[src/verilog/bp_config_pkg.sv]
package bp_config_pkg;

    //////////////////////////////
    // branch target buffer geometry
    //////////////////////////////

    // set index from pc[5:2], tag from pc[31:6]
    localparam int btb_sets       = 16;
    localparam int btb_index_bits = 4;
    localparam int btb_tag_bits   = 26;

    //////////////////////////////
    // direction counter geometry
    //////////////////////////////

    // counter index from pc[7:2]
    localparam int counter_entries    = 64;
    localparam int counter_index_bits = 6;

    // every counter starts one step below taken
    localparam logic [1:0] counter_weakly_not_taken = 2'b01;

    // one way of one set, 59 bits
    typedef struct packed {
        logic                    valid;
        logic [btb_tag_bits-1:0] tag;
        logic [31:0]             target;
    } btb_entry;

endpackage

[src/verilog/bp_branch_pkg.sv]
package bp_branch_pkg;

    // control transfer class of one instruction
    typedef enum logic [1:0] {
        kind_none   = 2'd0,
        kind_branch = 2'd1,
        kind_jal    = 2'd2,
        kind_jalr   = 2'd3
    } branch_kind;

    // major opcodes of the control transfer instructions
    typedef enum logic [6:0] {
        op_branch = 7'b1100011,
        op_jalr   = 7'b1100111,
        op_jal    = 7'b1101111
    } rv_opcode;

    // fetch stage request, 65 bits
    typedef struct packed {
        logic        valid;
        logic [31:0] pc;
        logic [31:0] instr;
    } fetch_request;

    // resolved control instruction from execute, 68 bits
    typedef struct packed {
        logic        valid;
        branch_kind  kind;
        logic [31:0] pc;
        logic [31:0] target;
        logic        taken;
    } resolve_update;

    // registered prediction back to fetch, 36 bits
    typedef struct packed {
        logic        valid;
        branch_kind  kind;
        logic        taken;
        logic [31:0] next_pc;
    } prediction;

endpackage

[src/verilog/branch_predecode.sv]
module branch_predecode (
    input  logic [31:0]              instr,
    input  logic [31:0]              pc,
    output bp_branch_pkg::branch_kind kind,
    output logic [31:0]              static_target
);

    bp_branch_pkg::rv_opcode opcode;
    logic [31:0] b_imm;
    logic [31:0] j_imm;
    logic [31:0] sequential_pc;

    assign opcode = bp_branch_pkg::rv_opcode'(instr[6:0]);

    // B-type offset, bit 0 always zero
    assign b_imm = {{19{instr[31]}}, instr[31], instr[7], instr[30:25],
                    instr[11:8], 1'b0};

    // J-type offset
    assign j_imm = {{11{instr[31]}}, instr[31], instr[19:12], instr[20],
                    instr[30:21], 1'b0};

    assign sequential_pc = pc + 32'd4;

    //////////////////////////////
    // opcode to kind
    //////////////////////////////

    always_comb begin
        case (opcode)
            bp_branch_pkg::op_branch: begin
                kind = bp_branch_pkg::kind_branch;
            end
            bp_branch_pkg::op_jal: begin
                kind = bp_branch_pkg::kind_jal;
            end
            bp_branch_pkg::op_jalr: begin
                kind = bp_branch_pkg::kind_jalr;
            end
            default: begin
                kind = bp_branch_pkg::kind_none;
            end
        endcase
    end

    // jalr target depends on a register, so fall through
    always_comb begin
        case (kind)
            bp_branch_pkg::kind_branch: static_target = pc + b_imm;
            bp_branch_pkg::kind_jal:    static_target = pc + j_imm;
            default:                    static_target = sequential_pc;
        endcase
    end

endmodule

[src/verilog/btb.sv]
module btb (
    input  logic        clock,
    input  logic        reset,
    input  logic [31:0] lookup_pc,
    input  logic        write_valid,
    input  logic [31:0] write_pc,
    input  logic [31:0] write_target,
    output logic        hit,
    output logic [31:0] target
);

    bp_config_pkg::btb_entry ways [2][bp_config_pkg::btb_sets];
    // way to refill next when both ways are valid
    logic [bp_config_pkg::btb_sets-1:0] replace_bit;

    logic [bp_config_pkg::btb_index_bits-1:0] lookup_index;
    logic [bp_config_pkg::btb_tag_bits-1:0]   lookup_tag;
    logic [1:0]                               lookup_match;

    logic [bp_config_pkg::btb_index_bits-1:0] write_index;
    logic [bp_config_pkg::btb_tag_bits-1:0]   write_tag;
    logic [1:0]                               write_tag_match;
    logic [1:0]                               write_same;
    logic                                     write_skip;
    logic                                     write_way;

    //////////////////////////////
    // lookup
    //////////////////////////////

    assign lookup_index = lookup_pc[bp_config_pkg::btb_index_bits+1:2];
    assign lookup_tag   = lookup_pc[31:bp_config_pkg::btb_index_bits+2];

    always_comb begin
        for (int w = 0; w < 2; w++) begin
            lookup_match[w] = ways[w][lookup_index].valid &&
                              (ways[w][lookup_index].tag == lookup_tag);
        end
    end

    assign hit = |lookup_match;

    // way 0 has priority
    always_comb begin
        if (lookup_match[0]) begin
            target = ways[0][lookup_index].target;
        end else if (lookup_match[1]) begin
            target = ways[1][lookup_index].target;
        end else begin
            target = '0;
        end
    end

    //////////////////////////////
    // write way choice
    //////////////////////////////

    assign write_index = write_pc[bp_config_pkg::btb_index_bits+1:2];
    assign write_tag   = write_pc[31:bp_config_pkg::btb_index_bits+2];

    always_comb begin
        for (int w = 0; w < 2; w++) begin
            write_tag_match[w] = ways[w][write_index].valid &&
                                 (ways[w][write_index].tag == write_tag);
            write_same[w]      = write_tag_match[w] &&
                                 (ways[w][write_index].target == write_target);
        end
        // entry already up to date
        write_skip = |write_same;

        if (write_tag_match[0]) begin
            write_way = 1'b0;
        end else if (write_tag_match[1]) begin
            write_way = 1'b1;
        end else if (!ways[0][write_index].valid) begin
            write_way = 1'b0;
        end else if (!ways[1][write_index].valid) begin
            write_way = 1'b1;
        end else begin
            write_way = replace_bit[write_index];
        end
    end

    always_ff @(posedge clock) begin
        if (reset) begin
            for (int w = 0; w < 2; w++) begin
                for (int s = 0; s < bp_config_pkg::btb_sets; s++) begin
                    ways[w][s].valid <= 1'b0;
                end
            end
            replace_bit <= '0;
        end else if (write_valid && !write_skip) begin
            ways[write_way][write_index].valid  <= 1'b1;
            ways[write_way][write_index].tag    <= write_tag;
            ways[write_way][write_index].target <= write_target;
            replace_bit[write_index]            <= ~write_way;
        end
    end

endmodule

[src/verilog/direction_table.sv]
module direction_table (
    input  logic        clock,
    input  logic        reset,
    input  logic [31:0] lookup_pc,
    input  logic        train_valid,
    input  logic [31:0] train_pc,
    input  logic        train_taken,
    output logic        taken_hint
);

    logic [1:0] counters [bp_config_pkg::counter_entries];

    logic [bp_config_pkg::counter_index_bits-1:0] lookup_index;
    logic [bp_config_pkg::counter_index_bits-1:0] train_index;
    logic [1:0]                                   train_count;

    assign lookup_index = lookup_pc[bp_config_pkg::counter_index_bits+1:2];
    assign train_index  = train_pc[bp_config_pkg::counter_index_bits+1:2];

    // upper bit set means taken
    assign taken_hint  = counters[lookup_index][1];
    assign train_count = counters[train_index];

    //////////////////////////////
    // saturating training
    //////////////////////////////

    always_ff @(posedge clock) begin
        if (reset) begin
            for (int i = 0; i < bp_config_pkg::counter_entries; i++) begin
                counters[i] <= bp_config_pkg::counter_weakly_not_taken;
            end
        end else if (train_valid) begin
            if (train_taken) begin
                if (train_count != 2'b11) begin
                    counters[train_index] <= train_count + 2'd1;
                end
            end else begin
                if (train_count != 2'b00) begin
                    counters[train_index] <= train_count - 2'd1;
                end
            end
        end
    end

endmodule

[src/verilog/prediction_select.sv]
module prediction_select (
    input  logic                      clock,
    input  logic                      reset,
    input  logic                      fetch_valid,
    input  logic [31:0]               fetch_pc,
    input  bp_branch_pkg::branch_kind kind,
    input  logic [31:0]               static_target,
    input  logic                      hit,
    input  logic [31:0]               target,
    input  logic                      taken_hint,
    output bp_branch_pkg::prediction  predict
);

    logic [31:0] sequential_pc;
    logic        taken_next;
    logic [31:0] next_pc_next;

    logic                      valid_q;
    bp_branch_pkg::branch_kind kind_q;
    logic                      taken_q;
    logic [31:0]               next_pc_q;

    assign sequential_pc = fetch_pc + 32'd4;

    // buffer target wins over static target when taken
    always_comb begin
        case (kind)
            bp_branch_pkg::kind_jal: begin
                taken_next = 1'b1;
            end
            bp_branch_pkg::kind_branch: begin
                taken_next = taken_hint;
            end
            bp_branch_pkg::kind_jalr: begin
                // no static target, so a miss falls through
                taken_next = hit;
            end
            default: begin
                taken_next = 1'b0;
            end
        endcase

        if (!taken_next) begin
            next_pc_next = sequential_pc;
        end else if (hit) begin
            next_pc_next = target;
        end else begin
            next_pc_next = static_target;
        end
    end

    always_ff @(posedge clock) begin
        if (reset) begin
            valid_q <= 1'b0;
        end else begin
            valid_q <= fetch_valid;
        end
    end

    always_ff @(posedge clock) begin
        kind_q    <= kind;
        taken_q   <= taken_next;
        next_pc_q <= next_pc_next;
    end

    always_comb begin
        predict.valid   = valid_q;
        predict.kind    = kind_q;
        predict.taken   = taken_q;
        predict.next_pc = next_pc_q;
    end

endmodule

[src/verilog/branch_predictor.sv]
module branch_predictor (
    input  logic                         clock,
    input  logic                         reset,
    input  bp_branch_pkg::fetch_request  fetch,
    input  bp_branch_pkg::resolve_update update,
    output bp_branch_pkg::prediction     predict
);

    bp_branch_pkg::branch_kind kind;
    logic [31:0]               static_target;
    logic                      btb_hit;
    logic [31:0]               btb_target;
    logic                      taken_hint;

    logic btb_write;
    logic counter_train;

    //////////////////////////////
    // update strobes
    //////////////////////////////

    // only taken control transfers carry a target worth storing
    assign btb_write = update.valid && update.taken &&
                       (update.kind != bp_branch_pkg::kind_none);
    assign counter_train = update.valid && (update.kind == bp_branch_pkg::kind_branch);

    //////////////////////////////
    // blocks
    //////////////////////////////

    branch_predecode u_predecode (
        .instr         (fetch.instr),
        .pc            (fetch.pc),
        .kind          (kind),
        .static_target (static_target)
    );

    btb u_btb (
        .clock        (clock),
        .reset        (reset),
        .lookup_pc    (fetch.pc),
        .write_valid  (btb_write),
        .write_pc     (update.pc),
        .write_target (update.target),
        .hit          (btb_hit),
        .target       (btb_target)
    );

    direction_table u_direction_table (
        .clock       (clock),
        .reset       (reset),
        .lookup_pc   (fetch.pc),
        .train_valid (counter_train),
        .train_pc    (update.pc),
        .train_taken (update.taken),
        .taken_hint  (taken_hint)
    );

    prediction_select u_select (
        .clock         (clock),
        .reset         (reset),
        .fetch_valid   (fetch.valid),
        .fetch_pc      (fetch.pc),
        .kind          (kind),
        .static_target (static_target),
        .hit           (btb_hit),
        .target        (btb_target),
        .taken_hint    (taken_hint),
        .predict       (predict)
    );

endmodule

[config.mk]
export PLATFORM = sky130hd
export DESIGN_NAME = branch_predictor
export DESIGN_NICKNAME = d
export VERILOG_FILES = /design/src/verilog/bp_config_pkg.sv /design/src/verilog/bp_branch_pkg.sv /design/src/verilog/branch_predecode.sv /design/src/verilog/btb.sv /design/src/verilog/direction_table.sv /design/src/verilog/prediction_select.sv /design/src/verilog/branch_predictor.sv
export SDC_FILE = /design/constraint.sdc
export NUM_CORES = 2
export LEC_CHECK = 0
export BUFFER_PORTS_ARGS = -buffer_cell sky130_fd_sc_hd__buf_2
export CAP_MARGIN = 40
export CORE_UTILIZATION = 40
export CTS_BUF_LIST = sky130_fd_sc_hd__clkbuf_8
export CTS_CLUSTER_DIAMETER = 100
export CTS_CLUSTER_SIZE = 20
export DETAILED_ROUTE_END_ITERATION = 8
export PLACE_DENSITY = 0.63
export RECOVER_POWER = 25
export SYNTH_ARGS = -nofsm -noshare
export SYNTH_HDL_FRONTEND = slang
export SYNTH_HIERARCHICAL = 1
export SYNTH_SLANG_ARGS = --single-unit
export TNS_END_PERCENT = 50
[constraint.sdc]
create_clock -name clock -period 11.3 [get_ports clock]
set_input_delay 2.26 -clock clock [delete_from_list [all_inputs] [get_ports clock]]
set_output_delay 2.26 -clock clock [all_outputs]
set_load 0.05 [all_outputs]
# [Word level (Yosys, flattened, before mapping)]
# Memories as Yosys holds them, arrays and structs flattened.
# Index checks and enable logic that the tools add are counted.
[classes] reduce_logical=19 add_sub_neg=5 magnitude_cmp=5 bitwise=1892 n_mux=1946 n_eq_ne=14
[op_table] op="944-bit 2-to-1 mux" n=5
[op_table] op="1-bit 2-to-1 mux" n=1910
[op_table] op="1-bit OR" n=1889
[op_table] op="59-bit binary-select mux with 4-bit select" n=4
[op_table] op="944-bit OR reduction" n=1
[op_table] op="59-bit demux with 4-bit select" n=3
[op_table] op="59-bit 2-to-1 mux" n=9
[op_table] op="32-bit 2-to-1 mux" n=5
[op_table] op="26-bit == test" n=4
[op_table] op="32-bit adder" n=2
[op_table] op="32-bit == test" n=2
[op_table] op="32-bit case mux with 2 select lines" n=1
[op_table] op="58-bit 2-to-1 mux" n=1
[op_table] op="32-bit by 3-bit adder with 32-bit output (second input constant)" n=1
[op_table] op="7-bit == test (second input constant)" n=3
[op_table] op="16-bit bitwise mux" n=1
[op_table] op="1-bit logical AND" n=12
[op_table] op="5-bit >= comparator (second input constant)" n=2
[op_table] op="4-bit inverter with 5-bit output" n=2
[op_table] op="6-bit 2-to-1 mux" n=1
[op_table] op="2-bit case mux with 3 select lines" n=1
[op_table] op="2-bit OR reduction" n=3
[op_table] op="4-bit by 5-bit < comparator with 1-bit output (second input constant)" n=1
[op_table] op="5-bit by 1-bit < comparator with 1-bit output (second input constant)" n=1
[op_table] op="other kinds (13)" n=17
[word_totals] reg_bits=52 ram_bits=2016 word_cells=3888 mem_count=2
[mem_list] name="u_btb.ways" depth=2 width=944 read_ports=2 rd_clocked_by_memory_dff=0 write_ports=2 line_no="btb.sv:12" text="bp_config_pkg::btb_entry ways [2][bp_config_pkg::btb_sets];"
[mem_list] name="u_direction_table.counters" depth=64 width=2 read_ports=2 rd_clocked_by_memory_dff=0 write_ports=64 line_no="direction_table.sv:11" text="logic [1:0] counters [bp_config_pkg::counter_entries];"

# [Depth between registers and ports, before layout]
[depth] depth_word=17 depth_mapped=21

# [Modules after synthesis]
# Netlist, hierarchy kept.
[by_module_without_submodules] module="btb" cells_per_inst=4566 seq_area_each_um2=57014.7 instances=1 area_each_um2=90887.2
[by_module_without_submodules] module="direction_table" cells_per_inst=683 seq_area_each_um2=3843.7 instances=1 area_each_um2=7881.3
[by_module_without_submodules] module="branch_predecode" cells_per_inst=390 seq_area_each_um2=0.0 instances=1 area_each_um2=2627.5
[by_module_without_submodules] module="prediction_select" cells_per_inst=242 seq_area_each_um2=720.7 instances=1 area_each_um2=2069.5
[by_module_without_submodules] module="branch_predictor" cells_per_inst=2 seq_area_each_um2=0.0 instances=1 area_each_um2=20.0

# [Worst setup path after synthesis]
# OpenSTA, ideal clock, no wires.
[synth_timing] kind="input port to flip-flop" startpoint="input port update[35] (netlist name)" endpoint="memory u_btb/ways[0][708] (netlist name) (enable)" n_path_buf=6 cell_stages=13 setup_ps=638 t_arrival_ps=11158 path_slack_ps=-496 cell_sequence="buf_6 -> buf_4 -> buf_4 -> buf_4 -> buf_4 -> buf_4 -> mux4_2 -> mux4_2 -> o21a_1 -> inv_1 -> a21boi_1 -> nor3_1 -> nor4b_1"
[synth_lines] element="start, declared" line_no="branch_predictor.sv:5" text="input bp_branch_pkg::resolve_update update,"
[synth_lines] element="end, declared" line_no="btb.sv:12"

==> impl_metrics.env <==
export IMPL_status="finished, violations left"
export IMPL_failed_checks="capacitance limit, slew limit"
export IMPL_fmax_mhz=103
export IMPL_fp_row_count=186
export IMPL_die_area_sq_um=261000
export IMPL_synthMuxAreaShare_pct=25.5
export IMPL_yosysUniqueCellTypes=102
export IMPL_synth_compound_area_share_pct=4.26
export IMPL_slowest_stage="clkbuf_1"
export IMPL_die_w_um=511
export IMPL_drc_errors=0
export IMPL_worstPathCellList="buf_8, buf_12, clkbuf_1, mux4_2, mux4_2, xnor2_1, nor4_1, nand4_1, or4b_1, nand4_1, nor3_1, clkbuf_1"
export IMPL_path_class="input port to flip-flop"
export IMPL_holdCritPathClass="flip-flop to flip-flop"
export IMPL_cp_endpoint="u_btb/ways[0][546]"
export IMPL_hold_viol=0
export IMPL_setup_tns_ns=0
export IMPL_powerDensity_nw_per_um2=121
export IMPL_vias_per_cell=6.67
export IMPL_cts_hold_buffers_added=0
export IMPL_drive_gt1_share_pct=29.3
export IMPL_synthXorXnorAreaFrac_pct=2.47
export IMPL_ios=171
export IMPL_num_nets_final=6159
export IMPL_yosys_area_share_simple_pct=5.29
export IMPL_wl_per_cell_um=36.8
export IMPL_drt_total_wl_mm=347
export IMPL_yosys_warnings=6
export IMPL_dp_cells=9250
export IMPL_seq_area_frac_synth_pct=59.5
export IMPL_whs_ns=0.619
export IMPL_syn_nets=6054
export IMPL_grt_pass1_vias=61400
export IMPL_vias=62900
export IMPL_gp_congestion=0.944
export IMPL_rsz0062_at_grt="no"
export IMPL_syn_cell_area_sq_um=103000
export IMPL_synth_cells=5883
export IMPL_post_dp_hpwl_mm=217
export IMPL_finalMaxSlewViolations=528
export IMPL_rrSetupSlack_ns=4.28
export IMPL_syn_to_final_growth_pct=7.54
export IMPL_num_fill_cells=22400
export IMPL_cpPeakStageDelay_ns=2.05
export IMPL_dr_pass1_iters=5
export IMPL_cts_htree_levels=3
export IMPL_cts_sinks=2068
export IMPL_relSlewSlack_pct=-267
export IMPL_irDropWorstVdd_mv=0.139
export IMPL_insertion_delay_ns=1.02
export IMPL_p_total_mw=13.5
export IMPL_fin_skew_ns=0.0992
export IMPL_ys_ff_latch=2068
export IMPL_postPlaceCellArea_sq_um=110000
export IMPL_cp_max_fo=63
export IMPL_cts_root_buf="clkbuf_8"
export IMPL_post_cts_resized=0
export IMPL_port_buffers=168
export IMPL_stdcell_count=9422
export IMPL_coreArea_sq_um=257000
export IMPL_avgSynthCellArea_sq_um=17.6
export IMPL_grt_antenna_before_repair=42
export IMPL_p_leak_nw=34.7
export IMPL_start_util_pct=40.3
export IMPL_numCtsBuffers=117
export IMPL_path_clk_slew_ns=0.13
export IMPL_layout_commonest_cell="edfxtp_1"
export IMPL_synth_edf_count=2016
export IMPL_synth_ff_type="edfxtp_1"
export IMPL_grtUsageTotal_pct=26.1
export IMPL_grt_max_degree=115
export IMPL_cts_setup_buffers=0
export IMPL_setup_viol=0
export IMPL_synthAdderAreaFrac_pct=0.443
export IMPL_min_period_ns=9.74
export IMPL_grt_pass1_wl_mm=482
export IMPL_synth_top_family_by_area="multiplexers"
export IMPL_grt_overflow=0
export IMPL_cp_start_kind="input port"
export IMPL_worstRegToRegCells=11
export IMPL_die_h_um=511
export IMPL_crit_required_ns=11.84
export IMPL_cts_tree="done"
export IMPL_final_cell_mix="edfxtp_1, mux4_2, mux2i_1, nand2_1, buf_4"
export IMPL_crit_path_end_kind="flip-flop"
export IMPL_async_flop_share_pct=0
export IMPL_crit_path_start="update[35]"
export IMPL_fin_crit_sh_pct=86.2
export IMPL_r2r_end="u_btb/ways[0][823]"
export IMPL_drt_first_iter_violations=9635
export IMPL_clock_path_buffers=3
export IMPL_cap_violations=20
export IMPL_worstPathArrival_ns=10.28
export IMPL_worstReg2RegStart="u_btb/ways[1][122]"
export IMPL_worst_pin_slew_ns=5.51
export IMPL_detail_route_antenna_nets=0
export IMPL_stdcell_area_sq_um=111000
-- sequential cells by signal, summed over array words and instances, names as in the netlist --
signal / cells
u_btb/replace_bit: 16
u_select/next_pc_q: 32
u_select/taken_q: 1
u_select/kind_q: 2
u_select/valid_q: 1
u_direction_table/counters: 128
u_btb/ways: 1888
-- final cells by class --
cell class	count	area (sq um)	share of cell area, %
Timing Repair Buffer	472	3830	3.44
Multi-Input combinational cell	3290	39500	35.5
Inverter	39	153	0.137
Antenna cell	15	37.5	0.0337
Tap cell	3384	4230	3.80
Sequential cell	2068	61600	55.3
Clock buffer	119	1640	1.47
Clock inverter	35	297	0.266
-- report_power, final --
part           total [mW]  switching (mW)  internal [mW]
sequential           8.40          0.0208           8.37
clock                3.45            2.42           1.03
combinational        1.62           0.995          0.625
total                13.5            3.44           10.0
-- critical path: cells and delay by family --
kind / cells / cell delay (ns)
xor+xnor: 1 / 0.45
buf+inv: 4 / 4.01
simple gates: 5 / 2.09
mux: 2 / 1.19
-- cell usage after synthesis, types with 75 or more instances --
| cell | n | area (sq um) |
|---|---|---|
| xor2_1 | 103 | 902 |
| nor2_1 | 176 | 661 |
| nor3_1 | 83 | 415 |
| o21ai_0 | 94 | 470 |
| xnor2_1 | 187 | 1640 |
| edfxtp_1 | 2016 | 60500 |
| a21oi_1 | 86 | 430 |
| mux4_2 | 1008 | 22700 |
| nand2_1 | 245 | 920 |
| clkbuf_1 | 212 | 796 |
| mux2i_1 | 296 | 2960 |
| a22oi_1 | 75 | 563 |
| buf_2 | 143 | 716 |
-- through the flow --
step / setup slack (ns) / utilization, %
final: 1.56 / 43.3
after global routing: 1.44 / 43.3
after CTS: 2.99 / 43.5
after detailed placement: 1.97 / 42.8
after global placement: 1.87 / 42.4
after floorplan: -0.150 / -
-- cells by family after synthesis --
logic type                 count (synthesis)
and+or+nand+nor                          977
DFF                                     2068
adders and majority gates                 36
AOI/OAI and AO/OA                        617
xor gates and xnor gates                 291
muxes                                   1369
buffers and inverters                    525
-- worst min path at each step --
stage / start / endpoint / slack (ns) / cells after the start
after floorplan: u_btb/replace_bit[3] / u_btb/replace_bit[3] / 0.54 / 2
after global placement: u_btb/replace_bit[14] / u_btb/replace_bit[14] / 0.57 / 2
after detailed placement: u_btb/replace_bit[14] / u_btb/replace_bit[14] / 0.59 / 2
after CTS: u_btb/replace_bit[14] / u_btb/replace_bit[14] / 0.62 / 2
after global routing: u_btb/replace_bit[4] / u_btb/replace_bit[4] / 0.64 / 2
final: u_btb/replace_bit[2] / u_btb/replace_bit[2] / 0.62 / 2
-- layer usage --
metal  track usage [%]  part of all wire, %  vias to the layer above
met1              34.7                   37                    33300
met5                 0                0.080                        -
met4              10.7                  4.9                       40
met2              40.4                   46                     4198
met3              7.42                   12                      688
li1                  -                    -                    24700
Note: power is estimated with default switching activity, not from simulation.
